[src/mipsIssuePkg.sv]
package mipsIssuePkg;

  ////////////////////////////////////////////////////////////
  // instruction word views
  ////////////////////////////////////////////////////////////

  typedef struct packed {
    logic [5:0] op;
    logic [4:0] rs;
    logic [4:0] rt;
    logic [4:0] rd;
    logic [4:0] shamt;
    logic [5:0] funct;
  } rType_t;

  typedef struct packed {
    logic [5:0]  op;
    logic [4:0]  rs;
    logic [4:0]  rt;     // also the regimm selector
    logic [15:0] imm;
  } iType_t;

  typedef struct packed {
    logic [5:0]  op;
    logic [25:0] target;
  } jType_t;

  typedef union packed {
    rType_t rType;
    iType_t iType;
    jType_t jType;
  } instWord_t;

  ////////////////////////////////////////////////////////////
  // decoded control
  ////////////////////////////////////////////////////////////

  typedef struct packed {
    logic       regDst;      // rd instead of rt
    logic       memRead;
    logic       memToReg;
    logic [3:0] aluOp;
    logic       memWrite;
    logic       aluSrc;      // immediate operand
    logic       regWrite;
    logic [1:0] branchType;
    logic       jal;
    logic       hazardClass; // 1 when only rs is read
  } ctrl_t;

  typedef struct packed {
    ctrl_t      ctrl;
    logic [4:0] dest;        // zero when nothing is written
  } issue_t;

  // opcodes
  localparam logic [5:0] OpSpecial = 6'b000000;
  localparam logic [5:0] OpRegImm  = 6'b000001;
  localparam logic [5:0] OpJ       = 6'b000010;
  localparam logic [5:0] OpJal     = 6'b000011;
  localparam logic [5:0] OpBeq     = 6'b000100;
  localparam logic [5:0] OpBne     = 6'b000101;
  localparam logic [5:0] OpBlez    = 6'b000110;
  localparam logic [5:0] OpBgtz    = 6'b000111;
  localparam logic [5:0] OpAddi    = 6'b001000;
  localparam logic [5:0] OpSlti    = 6'b001010;
  localparam logic [5:0] OpAndi    = 6'b001100;
  localparam logic [5:0] OpOri     = 6'b001101;
  localparam logic [5:0] OpXori    = 6'b001110;
  localparam logic [5:0] OpMul     = 6'b011100;
  localparam logic [5:0] OpLb      = 6'b100000;
  localparam logic [5:0] OpLh      = 6'b100001;
  localparam logic [5:0] OpLw      = 6'b100011;
  localparam logic [5:0] OpSb      = 6'b101000;
  localparam logic [5:0] OpSh      = 6'b101001;
  localparam logic [5:0] OpSw      = 6'b101011;
  localparam logic [5:0] FunctJr   = 6'b001000;

  localparam logic [4:0] RegImmBltz = 5'b00000;
  localparam logic [4:0] RegImmBgez = 5'b00001;

  // alu codes
  localparam logic [3:0] AluAdd   = 4'b0000; // address calc
  localparam logic [3:0] AluAddi  = 4'b0001;
  localparam logic [3:0] AluRtype = 4'b0010; // funct decides
  localparam logic [3:0] AluBgez  = 4'b0011;
  localparam logic [3:0] AluBeq   = 4'b0100;
  localparam logic [3:0] AluBne   = 4'b0101;
  localparam logic [3:0] AluBgtz  = 4'b0110;
  localparam logic [3:0] AluBlez  = 4'b0111;
  localparam logic [3:0] AluBltz  = 4'b1000;
  localparam logic [3:0] AluPass  = 4'b1001; // jumps
  localparam logic [3:0] AluAnd   = 4'b1010;
  localparam logic [3:0] AluOr    = 4'b1011;
  localparam logic [3:0] AluXor   = 4'b1100;
  localparam logic [3:0] AluSlt   = 4'b1101;
  localparam logic [3:0] AluMul   = 4'b1111;

  // branch types
  localparam logic [1:0] BrNone    = 2'd0;
  localparam logic [1:0] BrJump    = 2'd1;
  localparam logic [1:0] BrJumpReg = 2'd2;
  localparam logic [1:0] BrCond    = 2'd3;

  localparam logic [4:0] LinkReg       = 5'd31;
  localparam logic [1:0] BranchBubbles = 2'd2;

  // sequencer states
  localparam logic StRun  = 1'b0;
  localparam logic StHold = 1'b1;

endpackage
[src/mipsIssueTop.sv]
module mipsIssueTop import mipsIssuePkg::*; (
  input  logic      clk,
  input  logic      reset,
  input  logic      fetchValid,
  input  instWord_t fetchInst,
  output logic      fetchStall,
  output logic      issueValid,
  output issue_t    issueOut
);

  ctrl_t      decCtrl;
  logic [4:0] decDest;
  logic       dataHazard;
  logic       accept;
  logic       timerLoad;
  logic       timerDone;

  mipsDecoder u_decoder (
    .inst (fetchInst),
    .ctrl (decCtrl),
    .dest (decDest)
  );

  issuePipe u_pipe (
    .clk        (clk),
    .reset      (reset),
    .inst       (fetchInst),
    .ctrl       (decCtrl),
    .dest       (decDest),
    .accept     (accept),
    .dataHazard (dataHazard),
    .issueValid (issueValid),
    .issueOut   (issueOut)
  );

  issueSequencer u_sequencer (
    .clk        (clk),
    .reset      (reset),
    .fetchValid (fetchValid),
    .dataHazard (dataHazard),
    .branchType (decCtrl.branchType),
    .timerDone  (timerDone),
    .accept     (accept),
    .fetchStall (fetchStall),
    .timerLoad  (timerLoad)
  );

  bubbleTimer u_timer (
    .clk   (clk),
    .reset (reset),
    .load  (timerLoad),
    .done  (timerDone)
  );

endmodule

[src/bubbleTimer.sv]
module bubbleTimer import mipsIssuePkg::*; (
  input  logic clk,
  input  logic reset,
  input  logic load,
  output logic done
);

  logic [1:0] count;

  always_ff @(posedge clk) begin
    if (reset) begin
      count <= '0;
    end else if (load) begin
      count <= BranchBubbles;
    end else if (count != '0) begin
      count <= count - 2'd1; // holds at zero
    end
  end

  // last hold cycle, count reaches zero at the coming edge
  assign done = (count == 2'd1);

endmodule

[src/issueSequencer.sv]
module issueSequencer import mipsIssuePkg::*; (
  input  logic       clk,
  input  logic       reset,
  input  logic       fetchValid,
  input  logic       dataHazard,
  input  logic [1:0] branchType,
  input  logic       timerDone,
  output logic       accept,
  output logic       fetchStall,
  output logic       timerLoad
);

  logic state;
  logic nextState;

  // stall on a pending operand or while a branch resolves
  assign fetchStall = (state == StHold) || (fetchValid && dataHazard);
  assign accept     = fetchValid && !fetchStall;
  assign timerLoad  = accept && (branchType != BrNone);

  always_comb begin
    nextState = state;
    case (state)
      StRun: begin
        if (timerLoad) begin
          nextState = StHold;
        end
      end
      StHold: begin
        if (timerDone) begin
          nextState = StRun; // fetch resumes next cycle
        end
      end
      default: nextState = StRun;
    endcase
  end

  always_ff @(posedge clk) begin
    if (reset) begin
      state <= StRun;
    end else begin
      state <= nextState;
    end
  end

endmodule

[src/issuePipe.sv]
module issuePipe import mipsIssuePkg::*; (
  input  logic       clk,
  input  logic       reset,
  input  instWord_t  inst,
  input  ctrl_t      ctrl,
  input  logic [4:0] dest,
  input  logic       accept,
  output logic       dataHazard,
  output logic       issueValid,
  output issue_t     issueOut
);

  logic [4:0]      memDest;  // zero when the slot holds nothing
  logic [4:0]      wbDest;
  logic [2:0][4:0] liveDest;
  logic            useRs;
  logic            useRt;

  ////////////////////////////////////////////////////////////
  // slots
  ////////////////////////////////////////////////////////////

  always_ff @(posedge clk) begin
    if (reset) begin
      issueValid <= 1'b0;
      issueOut   <= '0;
      memDest    <= '0;
      wbDest     <= '0;
    end else begin
      issueValid <= accept;
      issueOut   <= accept ? issue_t'{ctrl: ctrl, dest: dest} : '0; // else bubble
      memDest    <= issueOut.dest;
      wbDest     <= memDest;
    end
  end

  ////////////////////////////////////////////////////////////
  // hazard compare
  ////////////////////////////////////////////////////////////

  assign liveDest = {wbDest, memDest, issueOut.dest};

  // nops, unknowns and plain jumps read no register
  assign useRs = (ctrl != '0) && (ctrl.branchType != BrJump);
  assign useRt = useRs && !ctrl.hazardClass;

  always_comb begin
    dataHazard = 1'b0;
    for (int i = 0; i < 3; i++) begin
      if (liveDest[i] != '0) begin // r0 never matches
        if (useRs && liveDest[i] == inst.rType.rs) begin
          dataHazard = 1'b1;
        end
        if (useRt && liveDest[i] == inst.rType.rt) begin
          dataHazard = 1'b1;
        end
      end
    end
  end

endmodule

[src/mipsDecoder.sv]
module mipsDecoder import mipsIssuePkg::*; (
  input  instWord_t  inst,
  output ctrl_t      ctrl,
  output logic [4:0] dest
);

  ////////////////////////////////////////////////////////////
  // opcode decode
  ////////////////////////////////////////////////////////////

  always_comb begin
    ctrl = '0; // unknown opcodes stay all zero
    case (inst.rType.op)
      OpSpecial: begin
        if (inst.rType.funct == FunctJr) begin
          ctrl.aluOp       = AluPass;
          ctrl.aluSrc      = 1'b1;
          ctrl.branchType  = BrJumpReg;
          ctrl.hazardClass = 1'b1; // target in rs
        end else begin
          ctrl.regDst   = 1'b1;
          ctrl.aluOp    = AluRtype;
          ctrl.regWrite = 1'b1;
        end
      end
      OpMul: begin
        ctrl.regDst   = 1'b1;
        ctrl.aluOp    = AluMul;
        ctrl.regWrite = 1'b1;
      end
      OpAddi, OpAndi, OpOri, OpXori, OpSlti: begin
        ctrl.aluSrc      = 1'b1;
        ctrl.regWrite    = 1'b1;
        ctrl.hazardClass = 1'b1;
        case (inst.rType.op)
          OpAndi:  ctrl.aluOp = AluAnd;
          OpOri:   ctrl.aluOp = AluOr;
          OpXori:  ctrl.aluOp = AluXor;
          OpSlti:  ctrl.aluOp = AluSlt;
          default: ctrl.aluOp = AluAddi;
        endcase
      end
      OpLw, OpLh, OpLb: begin
        ctrl.memRead     = 1'b1;
        ctrl.memToReg    = 1'b1;
        ctrl.aluOp       = AluAdd;
        ctrl.aluSrc      = 1'b1;
        ctrl.regWrite    = 1'b1;
        ctrl.hazardClass = 1'b1;
      end
      OpSw, OpSh, OpSb: begin // base and store data both read
        ctrl.memWrite = 1'b1;
        ctrl.aluOp    = AluAdd;
        ctrl.aluSrc   = 1'b1;
      end
      OpBeq, OpBne: begin
        ctrl.aluOp      = (inst.rType.op == OpBeq) ? AluBeq : AluBne;
        ctrl.branchType = BrCond;
      end
      OpBlez: begin
        ctrl.aluOp      = AluBlez;
        ctrl.branchType = BrCond;
      end
      OpBgtz: begin
        ctrl.aluOp       = AluBgtz;
        ctrl.branchType  = BrCond;
        ctrl.hazardClass = 1'b1;
      end
      OpRegImm: begin
        // second level on the rt field
        if (inst.iType.rt == RegImmBgez || inst.iType.rt == RegImmBltz) begin
          ctrl.aluOp       = (inst.iType.rt == RegImmBgez) ? AluBgez : AluBltz;
          ctrl.branchType  = BrCond;
          ctrl.hazardClass = 1'b1;
        end
      end
      OpJ: begin
        ctrl.aluOp       = AluPass;
        ctrl.branchType  = BrJump;
        ctrl.hazardClass = 1'b1;
      end
      OpJal: begin
        ctrl.aluOp       = AluPass;
        ctrl.regWrite    = 1'b1;
        ctrl.branchType  = BrJump;
        ctrl.jal         = 1'b1;
        ctrl.hazardClass = 1'b1;
      end
      default: ctrl = '0;
    endcase

    if (inst == '0) begin
      ctrl = '0; // nop
    end
  end

  ////////////////////////////////////////////////////////////
  // destination select
  ////////////////////////////////////////////////////////////

  always_comb begin
    if (!ctrl.regWrite) begin
      dest = '0;
    end else if (ctrl.jal) begin
      dest = LinkReg;
    end else if (ctrl.regDst) begin
      dest = inst.rType.rd;
    end else begin
      dest = inst.iType.rt;
    end
  end

endmodule

[config.mk]
export PLATFORM = sky130hd
export DESIGN_NAME = mipsIssueTop
export DESIGN_NICKNAME = d
export VERILOG_FILES = /design/src/mipsIssuePkg.sv /design/src/mipsIssueTop.sv /design/src/bubbleTimer.sv /design/src/issueSequencer.sv /design/src/issuePipe.sv /design/src/mipsDecoder.sv
export SDC_FILE = /design/constraint.sdc
export NUM_CORES = 1
export LEC_CHECK = 0
export CAP_MARGIN = 20
export CORE_AREA = 5 5 68 70
export CTS_BUF_LIST = sky130_fd_sc_hd__clkbuf_16
export DETAILED_ROUTE_END_ITERATION = 6
export DIE_AREA = 0 0 73 75
export DONT_BUFFER_PORTS = 1
export PLACE_DENSITY = 0.83
export SYNTH_ARGS = -nofsm -noshare
export SYNTH_HDL_FRONTEND = slang
export SYNTH_SLANG_ARGS = --single-unit
[constraint.sdc]
create_clock -name clk -period 2 [get_ports clk]
set_input_delay 0.3 -clock clk [delete_from_list [all_inputs] [get_ports clk]]
set_output_delay 0.3 -clock clk [all_outputs]
set_load 0.01 [all_outputs]
==> impl_metrics.toml, run 1 <==
[outcome]
status = "complete, but fails checks"
violations = "setup timing"

[route]
ant_nets = 0
route.top_layer_used = "met4"
vias = 2056
viasPerCell = 6.68
detail_route.wl_per_cell_um = 21.0
dr.first_iter.drc_count = 89
drc = 0
met2_length_mm = 3.41
drt_pre_antenna_iters = 6
route.met3.wl_um = 448
wl_met1_mm = 2.31
wirelength_mm = 6.46

[clocking]
htree_levels = 2
cts_tree = "built"
cts_buffers = 5
clk_path_buf_depth = 2
clkSinkCount = 32
clk_pin_slew_ns = 0.05
insertion_delay_ns = 0.27
root_buffer = "clkbuf_16"

[critical_path]
r2r-end = "u_pipe.issueOut[14]"
endpoint_kind = "output pin"
cp-endpoint = "fetchStall"
cp_data_arrival_time_ns = 1.93
ff2ff_setup_slack_ns = -0.18
path_class = "reg2out"
path_max_fanout = 2
r2r_cells = 9
r2r-start = "u_pipe.memDest[4]"
worstSetupStartpointType = "flip-flop"
crit_start = "u_pipe.memDest[4]"
cp.required_ns = 1.70

[pwr]
p_leak_nw = 0.985
powerDensity_nw_per_um2 = 645
swShare_pct = 22.6
p_switching_mw = 0.392
combPwrFrac_pct = 13.9
vdd_ir_drop_max_v = 0.000446
p_clk_share_pct = 48.0
share_seq_of_total_power_pct = 38.0
p_total_mw = 1.73
power.internal_mw = 1.34

[timing]
worstMarginPinSlew_ns = 0.495
drv_slew = 0
postLayoutSetupSlackWorst_ns = -0.228
finalHoldViolCount = 0
grt_setup_unrepaired = "true"
period_minus_slack_ns = 2.23
finalCritPeriodShare_pct = 111
setup_viol = 19
clock_skew_ns = 0.00307
slew_headroom_pct = 66.9
fmax_mhz = 449

[die]
die-area_um2 = 5480
rows = 23
core_um2 = 3910
floorplan.initialDensity_pct = 54.3
die_x_um = 73
die_y_um = 75
ios = 56

[layout]
regArea_um2 = 642
nNetsFinal = 292
area_growth_syn_to_layout_pct = 26.6
fin_area_um2 = 2690
drive_above_1_share_pct = 33.3
multiInputGateArea_um2 = 1520
fillers = 287
n_antenna_cell = 0

[global_routing]
antenna_found_initial = 0
grt_use_total_pct = 24.1
grt_overflow = 0
grt_pass1_vias = 2074
grt_max_degree = 21
grt_pass1_wl_mm = 10.1

[logic_synthesis]
ys_seq_area_share_pct = 30.2
synth_warnings = 0
synthTopCellsByArea = "dfxtp_1 30%, xnor2_1 7.4%, xor2_1 4.9%, nor2b_1 3.8%, a21oi_1 3.3%"
synth_fp_nets = 276
async_flop_share_pct = 0
yosys.area.top_type = "dfxtp_1"
postSynthCellCount = 241
synth_cell_type_count = 64
yosysTopAreaCellShare_pct = 30.2
syn_area_um2 = 2120
synth.avg_cell_area_um2 = 8.82
synth-edff-count = 0
ys_seq_elements = 32
ys.flop_type = "dfxtp_1"

[run]
maxCapViolCount = 0

[worst_hold_path]
holdPathStages = 1
hp-class = "in2reg"

[place]
dpl_cell_area_um2 = 2300
port_buffers = 0
gp_routability_congestion = 0.963
place.detailed.hpwl_mm = 4.32
==> cells in the mapped netlist (6+ instances only) <==
cell	n
nor2_1	13
nand2_1	6
nor3_1	8
xor2_1	12
nor4_1	10
buf_2	9
a21oi_1	14
clkbuf_1	8
a221oi_1	6
dfxtp_1	32
nor2b_1	13
nand3_1	10
xnor2_1	18
==> routing by layer <==
layer  GRT usage, %  vias to the layer above
met1           23.8                      996
met3           6.01                       32
met5              0                        -
met4           13.3                        0
li1               -                      918
met2           45.7                      110
==> what timing repair did <==
action                                  in CTS  in global routing
buffers inserted                             3                  1
endpoints found under the setup margin      13                 22
gates cloned                                 1                  0
pin swaps                                   10                  7
gates resized for setup                     30                  9
hold buffers                                 0                  0
==> power by group through the flow <==
| stage | Sequential [mW] | Clock [mW] | Combinational, mW |
|---|---|---|---|
| 3_3_place_gp | 0.671 | 0 | 0.194 |
| 3_5_place_dp | 0.671 | 0 | 0.198 |
| 2_1_floorplan | 0.672 | 0 | 0.189 |
| 4_1_cts | 0.659 | 0.838 | 0.227 |
| 5_1_grt | 0.660 | 0.859 | 0.258 |
| 6_report | 0.659 | 0.833 | 0.241 |
==> cell type report <==
type | count | share of cell area [%]
Clock buffer | 5 | 4.65
Multi-Input combinational cell | 181 | 56.6
Timing Repair Buffer | 32 | 10.4
Tap cell | 50 | 2.33
Clock inverter | 3 | 1.44
Sequential cell | 32 | 23.9
Inverter | 5 | 0.698
==> per-stage QoR <==
| step | TNS (ns) | util [%] | setup slack [ns] | std cells | hold WS, ns |
|---|---|---|---|---|---|
| floorplan | -0.152 | - | -0.0988 | 241 | 0.372 |
| global placement | -1.00 | 58.8 | -0.150 | 296 | 0.367 |
| detailed placement | -1.60 | 58.8 | -0.156 | 296 | 0.368 |
| CTS | -1.67 | 67.6 | -0.234 | 308 | 0.0844 |
| global route | -3.66 | 68.7 | -0.291 | 308 | 0.0821 |
| finish | -2.02 | 68.7 | -0.228 | 308 | 0.0855 |
==> placed cells by master (no fill, tap or decap), drive strengths merged, types with 3 or more instances in the layout <==
cell type and n:
xor2 12, clkbuf 5, nand2b 4, inv 6, buf 32, a21oi 15, nand3b 3, nor3 9
o21ai 5, nor2 13, nor2b 13, a221oi 6, a211oi 9, xnor2 18, nand3 10, or4 7
nand2 6, nor4 10, dfxtp 32
==> registers in the layout, summed over array words and instances (netlist names) <==
name and flops:
u_pipe.memDest 5, u_timer.count 2, u_pipe.issueValid 1, u_pipe.issueOut 18
u_sequencer.state 1, u_pipe.wbDest 5
==> how the worst min path moves through the flow <==
stage,start,endpoint
after global placement,fetchInst[31],u_pipe.issueOut[14]
final,fetchInst[31],u_pipe.issueOut[14]
after CTS,fetchInst[31],u_pipe.issueOut[14]
after global routing,fetchInst[31],u_pipe.issueOut[14]
after floorplan,reset,u_pipe.memDest[1]
after detailed placement,fetchInst[31],u_pipe.issueOut[14]
==> kinds of logic after synthesis <==
group           synth area share (%)
mux                            0.471
simple gates                    28.2
flops                           30.2
compound gates                  22.4
xor+xnor                        12.4
buf+inv                         6.42
==> worst max-delay path, cell delays in order (launching register included) <==
cell	delay (ns)
dfxtp_1	0.31
or4_4	0.55
nor2_4	0.13
nor4_1	0.07
nor3_2	0.22
o22ai_2	0.12
a31o_4	0.26
Power figures use the tool's default switching activity.
==> inputs of run 2 (changes only) <==
SKIP_LAST_GASP = 1   (was not set)
==> run 2 against run 1 <==
Net effect: the run still ends with setup timing left; clock skew barely moved; core utilization fell by 0.74 points; highest routed layer unchanged; critical endpoint unchanged; sequential power barely moved; design area fell by 1.1%; via count fell by 2.1%; cell count did not move.
==> impl_metrics.toml, run 2 (synthesis results as in run 1) <==
[outcome]
status = "complete, but fails checks"
violations = "setup timing"

[timing]
clock_skew_ns = 0.00318
slew_headroom_pct = 62.4
finalHoldViolCount = 0
postLayoutSetupSlackWorst_ns = -0.218
worstMarginPinSlew_ns = 0.559
grt_setup_unrepaired = "true"
drv_slew = 0
period_minus_slack_ns = 2.22
setup_viol = 22
fmax_mhz = 451
finalCritPeriodShare_pct = 111
tns_ns = -2.75

[place]
port_buffers = 0
gp_routability_congestion = 0.963
place.detailed.hpwl_mm = 4.32
dpl_worst_slack_ns = -0.156

[global_routing]
grt_max_degree = 21
grt_pass1_wl_mm = 9.92
antenna_found_initial = 0
grt_overflow = 0
grt_pass1_vias = 2036
grt_use_total_pct = 23.7

[layout]
area_growth_syn_to_layout_pct = 25.2
nNetsFinal = 292
fillers = 289
layout_commonest_cell = "dfxtp_1"
n_antenna_cell = 0
layout_common_cells = "31 x dfxtp_1, 29 x buf_4, 18 x xnor2_1"
drive_above_1_share_pct = 32.2
largest_registers = "u_pipe.issueOut x18, u_pipe.memDest x5, u_pipe.wbDest x5"
largest_reg_flops = 18
top_register = "u_pipe.issueOut"

[clocking]
clkSinkCount = 32
clk_pin_slew_ns = 0.05
insertion_delay_ns = 0.27
htree_levels = 2
cts_buffers = 5
clk_path_buf_depth = 2
root_buffer = "clkbuf_16"
cts_tree = "built"

[critical_path]
ff2ff_setup_slack_ns = -0.20
cp_data_arrival_time_ns = 1.92
cp.required_ns = 1.70
worstSetupStartpointType = "flip-flop"
path_max_fanout = 2
path_class = "reg2out"
r2r-start = "u_pipe.issueOut[1]"
r2r-end = "u_pipe.issueOut[3]"
r2r_cells = 9
endpoint_kind = "output pin"

[route]
detail_route.wl_per_cell_um = 20.4
ant_nets = 0
vias = 2013
drc = 0
drt_pre_antenna_iters = 4
dr.first_iter.drc_count = 122
viasPerCell = 6.54
wirelength_mm = 6.27

[pwr]
p_leak_nw = 0.987
vdd_ir_drop_max_v = 0.000439
powerDensity_nw_per_um2 = 647

[die]
rows = 23
die_y_um = 75
die_x_um = 73
core_um2 = 3910
die-area_um2 = 5480
floorplan.initialDensity_pct = 54.3
ios = 56

[run]
maxCapViolCount = 0

[worst_hold_path]
hp-class = "in2reg"
holdPathStages = 1
worstHoldEndpoint = "u_pipe.issueOut[14]"
worstHoldStart = "fetchInst[31]"
-- run 2: changes by cell type in the layout (fill, tap and decap cells not counted), sizes merged --
cell	previous run	this run
buf	32	31
bufbuf	0	1
-- run 2: worst max-delay path: stages (launching register included) --
cell and delay (ns):
dfxtp_1 0.31, or4_4 0.55, nor2_4 0.14, nor4_1 0.08, nor3_2 0.21, o22ai_2 0.11, a31o_4 0.25
-- run 2: layout make-up --
cell class	instances	area [um2]	share of cell area [%]
clock buffer	5	125	4.70
inverter	5	18.8	0.706
sequential	32	642	24.1
multi-input combinational	181	1490	56.1
clock inverter	3	38.8	1.46
timing repair buffer	32	282	10.6
tap	50	62.6	2.35
-- run 2: how the worst max path moves through the flow --
| stage | from | endpoint | slack (ns) | depth (start not counted) |
|---|---|---|---|---|
| after floorplan | fetchInst[29] | fetchStall | -0.1 | 6 |
| after detailed placement | fetchInst[1] | fetchStall | -0.16 | 5 |
| final | u_pipe.issueOut[1] | fetchStall | -0.22 | 6 |
| after global placement | fetchInst[1] | u_pipe.issueOut[2] | -0.15 | 6 |
| after global routing | u_pipe.issueOut[1] | u_pipe.issueOut[11] | -0.28 | 9 |
| after CTS | u_pipe.wbDest[4] | fetchStall | -0.23 | 6 |
-- run 2: what timing repair did --
item,CTS,global route
setup buffers,3,0
hold buffers,0,0
endpoints found under the setup margin,13,22
gates cloned,1,0
pin swaps,9,7
gates resized for setup,22,9
-- run 2: layer usage --
| metal | track usage [%] | vias up | wire [um] |
|---|---|---|---|
| met5 | 0 | - | 0 |
| met4 | 11.7 | 0 | 208 |
| met3 | 5.07 | 22 | 415 |
| met2 | 45.7 | 97 | 3410 |
| met1 | 23.8 | 970 | 2240 |
| li1 | - | 924 | - |
-- run 2: report_power, final --
part           switching [mW]  total [mW]  internal (mW)
registers             0.00984       0.659          0.649
logic                   0.123       0.235          0.113
clock network           0.248       0.827          0.579
total                   0.381        1.72           1.34
-- run 2: stage by stage --
stage          area (um2)  utilization (%)  cells  hold slack [ns]  power (mW)
4_1_cts              2620             67.0    308           0.0844        1.72
3_5_place_dp         2300             58.8    296            0.368       0.870
3_3_place_gp         2300             58.8    296            0.367       0.865
6_report             2660             68.0    308           0.0885        1.72
5_1_grt              2660             68.0    308           0.0819        1.77
2_1_floorplan        2150                -    241            0.372       0.861
==> inputs of run 3 (changes only) <==
--- a/config.mk
+++ b/config.mk
@@ -6,5 +6,4 @@
 export NUM_CORES = 1
 export LEC_CHECK = 0
-export CAP_MARGIN = 20
 export CORE_AREA = 5 5 68 70
 export CTS_BUF_LIST = sky130_fd_sc_hd__clkbuf_16
==> constraint.sdc (replaced) <==
create_clock -name clk -period 2 [get_ports clk]
set_input_delay 0.3 -clock clk [delete_from_list [all_inputs] [get_ports clk]]
set_output_delay 0.3 -clock clk [all_outputs]
set_load 0.05 [all_outputs]
==> run 3 against run 2 <==
Net effect: the flow still finishes with violations (setup timing); sequential cell count is the same; cell count grew 0.97%; clock skew is essentially flat; count of clock-buffer cells in the layout is the same; power grew 2.5%; maximum frequency shrank 4.9%; largest power group unchanged; worst setup slack lost 0.11 ns; first-iteration DRC count grew 47%.
==> impl_metrics.toml, run 3 (synthesis results as in run 1) <==
[timing]
grt_setup_unrepaired = "true"
setup_viol = 22
worstMarginPinSlew_ns = 0.678
finalHoldViolCount = 0
finalCritPeriodShare_pct = 117
drv_slew = 0
slew_headroom_pct = 54.5
clock_skew_ns = 0.00325
period_minus_slack_ns = 2.33
fmax_mhz = 429
whs_ns = 0.0867
tns_ns = -3.51
postLayoutSetupSlackWorst_ns = -0.333

[pwr]
swShare_pct = 23.9
power.internal_mw = 1.34
powerDensity_nw_per_um2 = 644
p_switching_mw = 0.422
p_leak_nw = 1.01
combPwrFrac_pct = 14.5
vdd_ir_drop_max_v = 0.000366
share_seq_of_total_power_pct = 38.1
p_total_mw = 1.76
p_clk_share_pct = 47.3

[route]
ant_nets = 0
viasPerCell = 6.57
drc = 0
dr.first_iter.drc_count = 179
detail_route.wl_per_cell_um = 20.8
wirelength_mm = 6.45
vias = 2044
drt_pre_antenna_iters = 4

[die]
die-area_um2 = 5480
rows = 23
ios = 56
die_x_um = 73
floorplan.initialDensity_pct = 54.3
core_um2 = 3910
die_y_um = 75

[critical_path]
path_max_fanout = 2
r2r_cells = 11
crit_buf_inv = 1
cp-endpoint = "fetchStall"
path_class = "reg2out"
worstSetupStartpointType = "flip-flop"
cp_data_arrival_time_ns = 2.03
cp.required_ns = 1.70
crit_start = "u_pipe.issueOut[2]"
endpoint_kind = "output pin"
cp.depth = 7
r2r-end = "u_pipe.issueOut[0]"
slowest_stage = "or4_4"
crit_chain = "or4_4 -> nor2_4 -> buf_6 -> nor4_4 -> nor3_2 -> o22ai_2 -> a31o_4"
max_stage_delay_ns = 0.52
ff2ff_setup_slack_ns = -0.30
r2r-start = "u_pipe.issueOut[2]"
cp_top_family = "simple AND/OR/NAND/NOR gates"

[clocking]
clkSinkCount = 32
holdBufCountCts = 0
clk_pin_slew_ns = 0.05
htree_levels = 2
cts_buffers = 5
root_buffer = "clkbuf_16"
cts_tree = "built"
insertion_delay_ns = 0.27
clk_path_buf_depth = 2

[global_routing]
antenna_found_initial = 0
grt_max_degree = 21
grt_pass1_wl_mm = 10.6
grt_pass1_vias = 2056
grt_use_total_pct = 25.3
grt_overflow = 0

[layout]
top_register = "u_pipe.issueOut"
layout_common_cells = "27 x dfxtp_1, 25 x buf_4, 18 x xnor2_1"
largest_registers = "u_pipe.issueOut x18, u_pipe.memDest x5, u_pipe.wbDest x5"
largest_reg_flops = 18
n_antenna_cell = 0
nNetsFinal = 295
fin_util_pct = 70.0
fillers = 285
area_growth_syn_to_layout_pct = 29.0
drive_above_1_share_pct = 34.5
layout_commonest_cell = "dfxtp_1"

[place]
gp_routability_congestion = 0.963
port_buffers = 0
place.detailed.hpwl_mm = 4.14

[outcome]
violations = "setup timing"
status = "complete, but fails checks"

[run]
maxCapViolCount = 0

[worst_hold_path]
hp-class = "in2reg"
==> run 3: power groups by stage <==
stage | sequential, mW | clock, mW | combinational (mW)
final | 0.673 | 0.835 | 0.256
after global routing | 0.673 | 0.875 | 0.276
after CTS | 0.673 | 0.843 | 0.244
after detailed placement | 0.685 | 0 | 0.207
after global placement | 0.685 | 0 | 0.202
after floorplan | 0.693 | 0 | 0.189
==> run 3: how the worst min path moves through the flow <==
stage / startpoint / end / slack (ns) / depth (start not counted)
floorplan: reset / u_pipe.memDest[1] / 0.37 / 1
global placement: fetchInst[31] / u_pipe.issueOut[14] / 0.37 / 1
detailed placement: fetchInst[31] / u_pipe.issueOut[14] / 0.37 / 1
CTS: fetchInst[31] / u_pipe.issueOut[14] / 0.08 / 1
global route: fetchInst[31] / u_pipe.issueOut[14] / 0.08 / 1
finish: fetchInst[31] / u_pipe.issueOut[14] / 0.09 / 1
==> run 3: timing repair <==
action                                 4_1_cts  5_1_grt
setup buffers                                6        3
cloned                                       1        0
gates resized for setup                     39        5
setup endpoints to repair                   22       22
pin swaps                                   14        6
endpoints found under the hold margin        0        0
==> run 3: final cells by class <==
cell class / instances / area [um2] / area share, %
clock buffers: 5 / 125 / 4.57
clock inverters: 3 / 38.8 / 1.42
inverters: 5 / 18.8 / 0.685
multi-input cells: 181 / 1520 / 55.5
flip-flops and latches: 32 / 652 / 23.8
well taps: 50 / 62.6 / 2.28
repair buffers: 35 / 322 / 11.7
==> run 3: stage by stage <==
| step | cell area (um2) | worst slack, ns | instances |
|---|---|---|---|
| 2_1_floorplan | 2150 | -0.159 | 241 |
| 3_3_place_gp | 2310 | -0.126 | 295 |
| 3_5_place_dp | 2310 | -0.144 | 295 |
| 4_1_cts | 2730 | -0.326 | 310 |
| 5_1_grt | 2740 | -0.403 | 311 |
| 6_report | 2740 | -0.333 | 311 |
==> run 3: metal layers <==
metal,track usage [%],wire (um)
met1,30.3,2500
met2,43.7,3220
met3,6.28,551
met4,9.84,176
met5,0,0
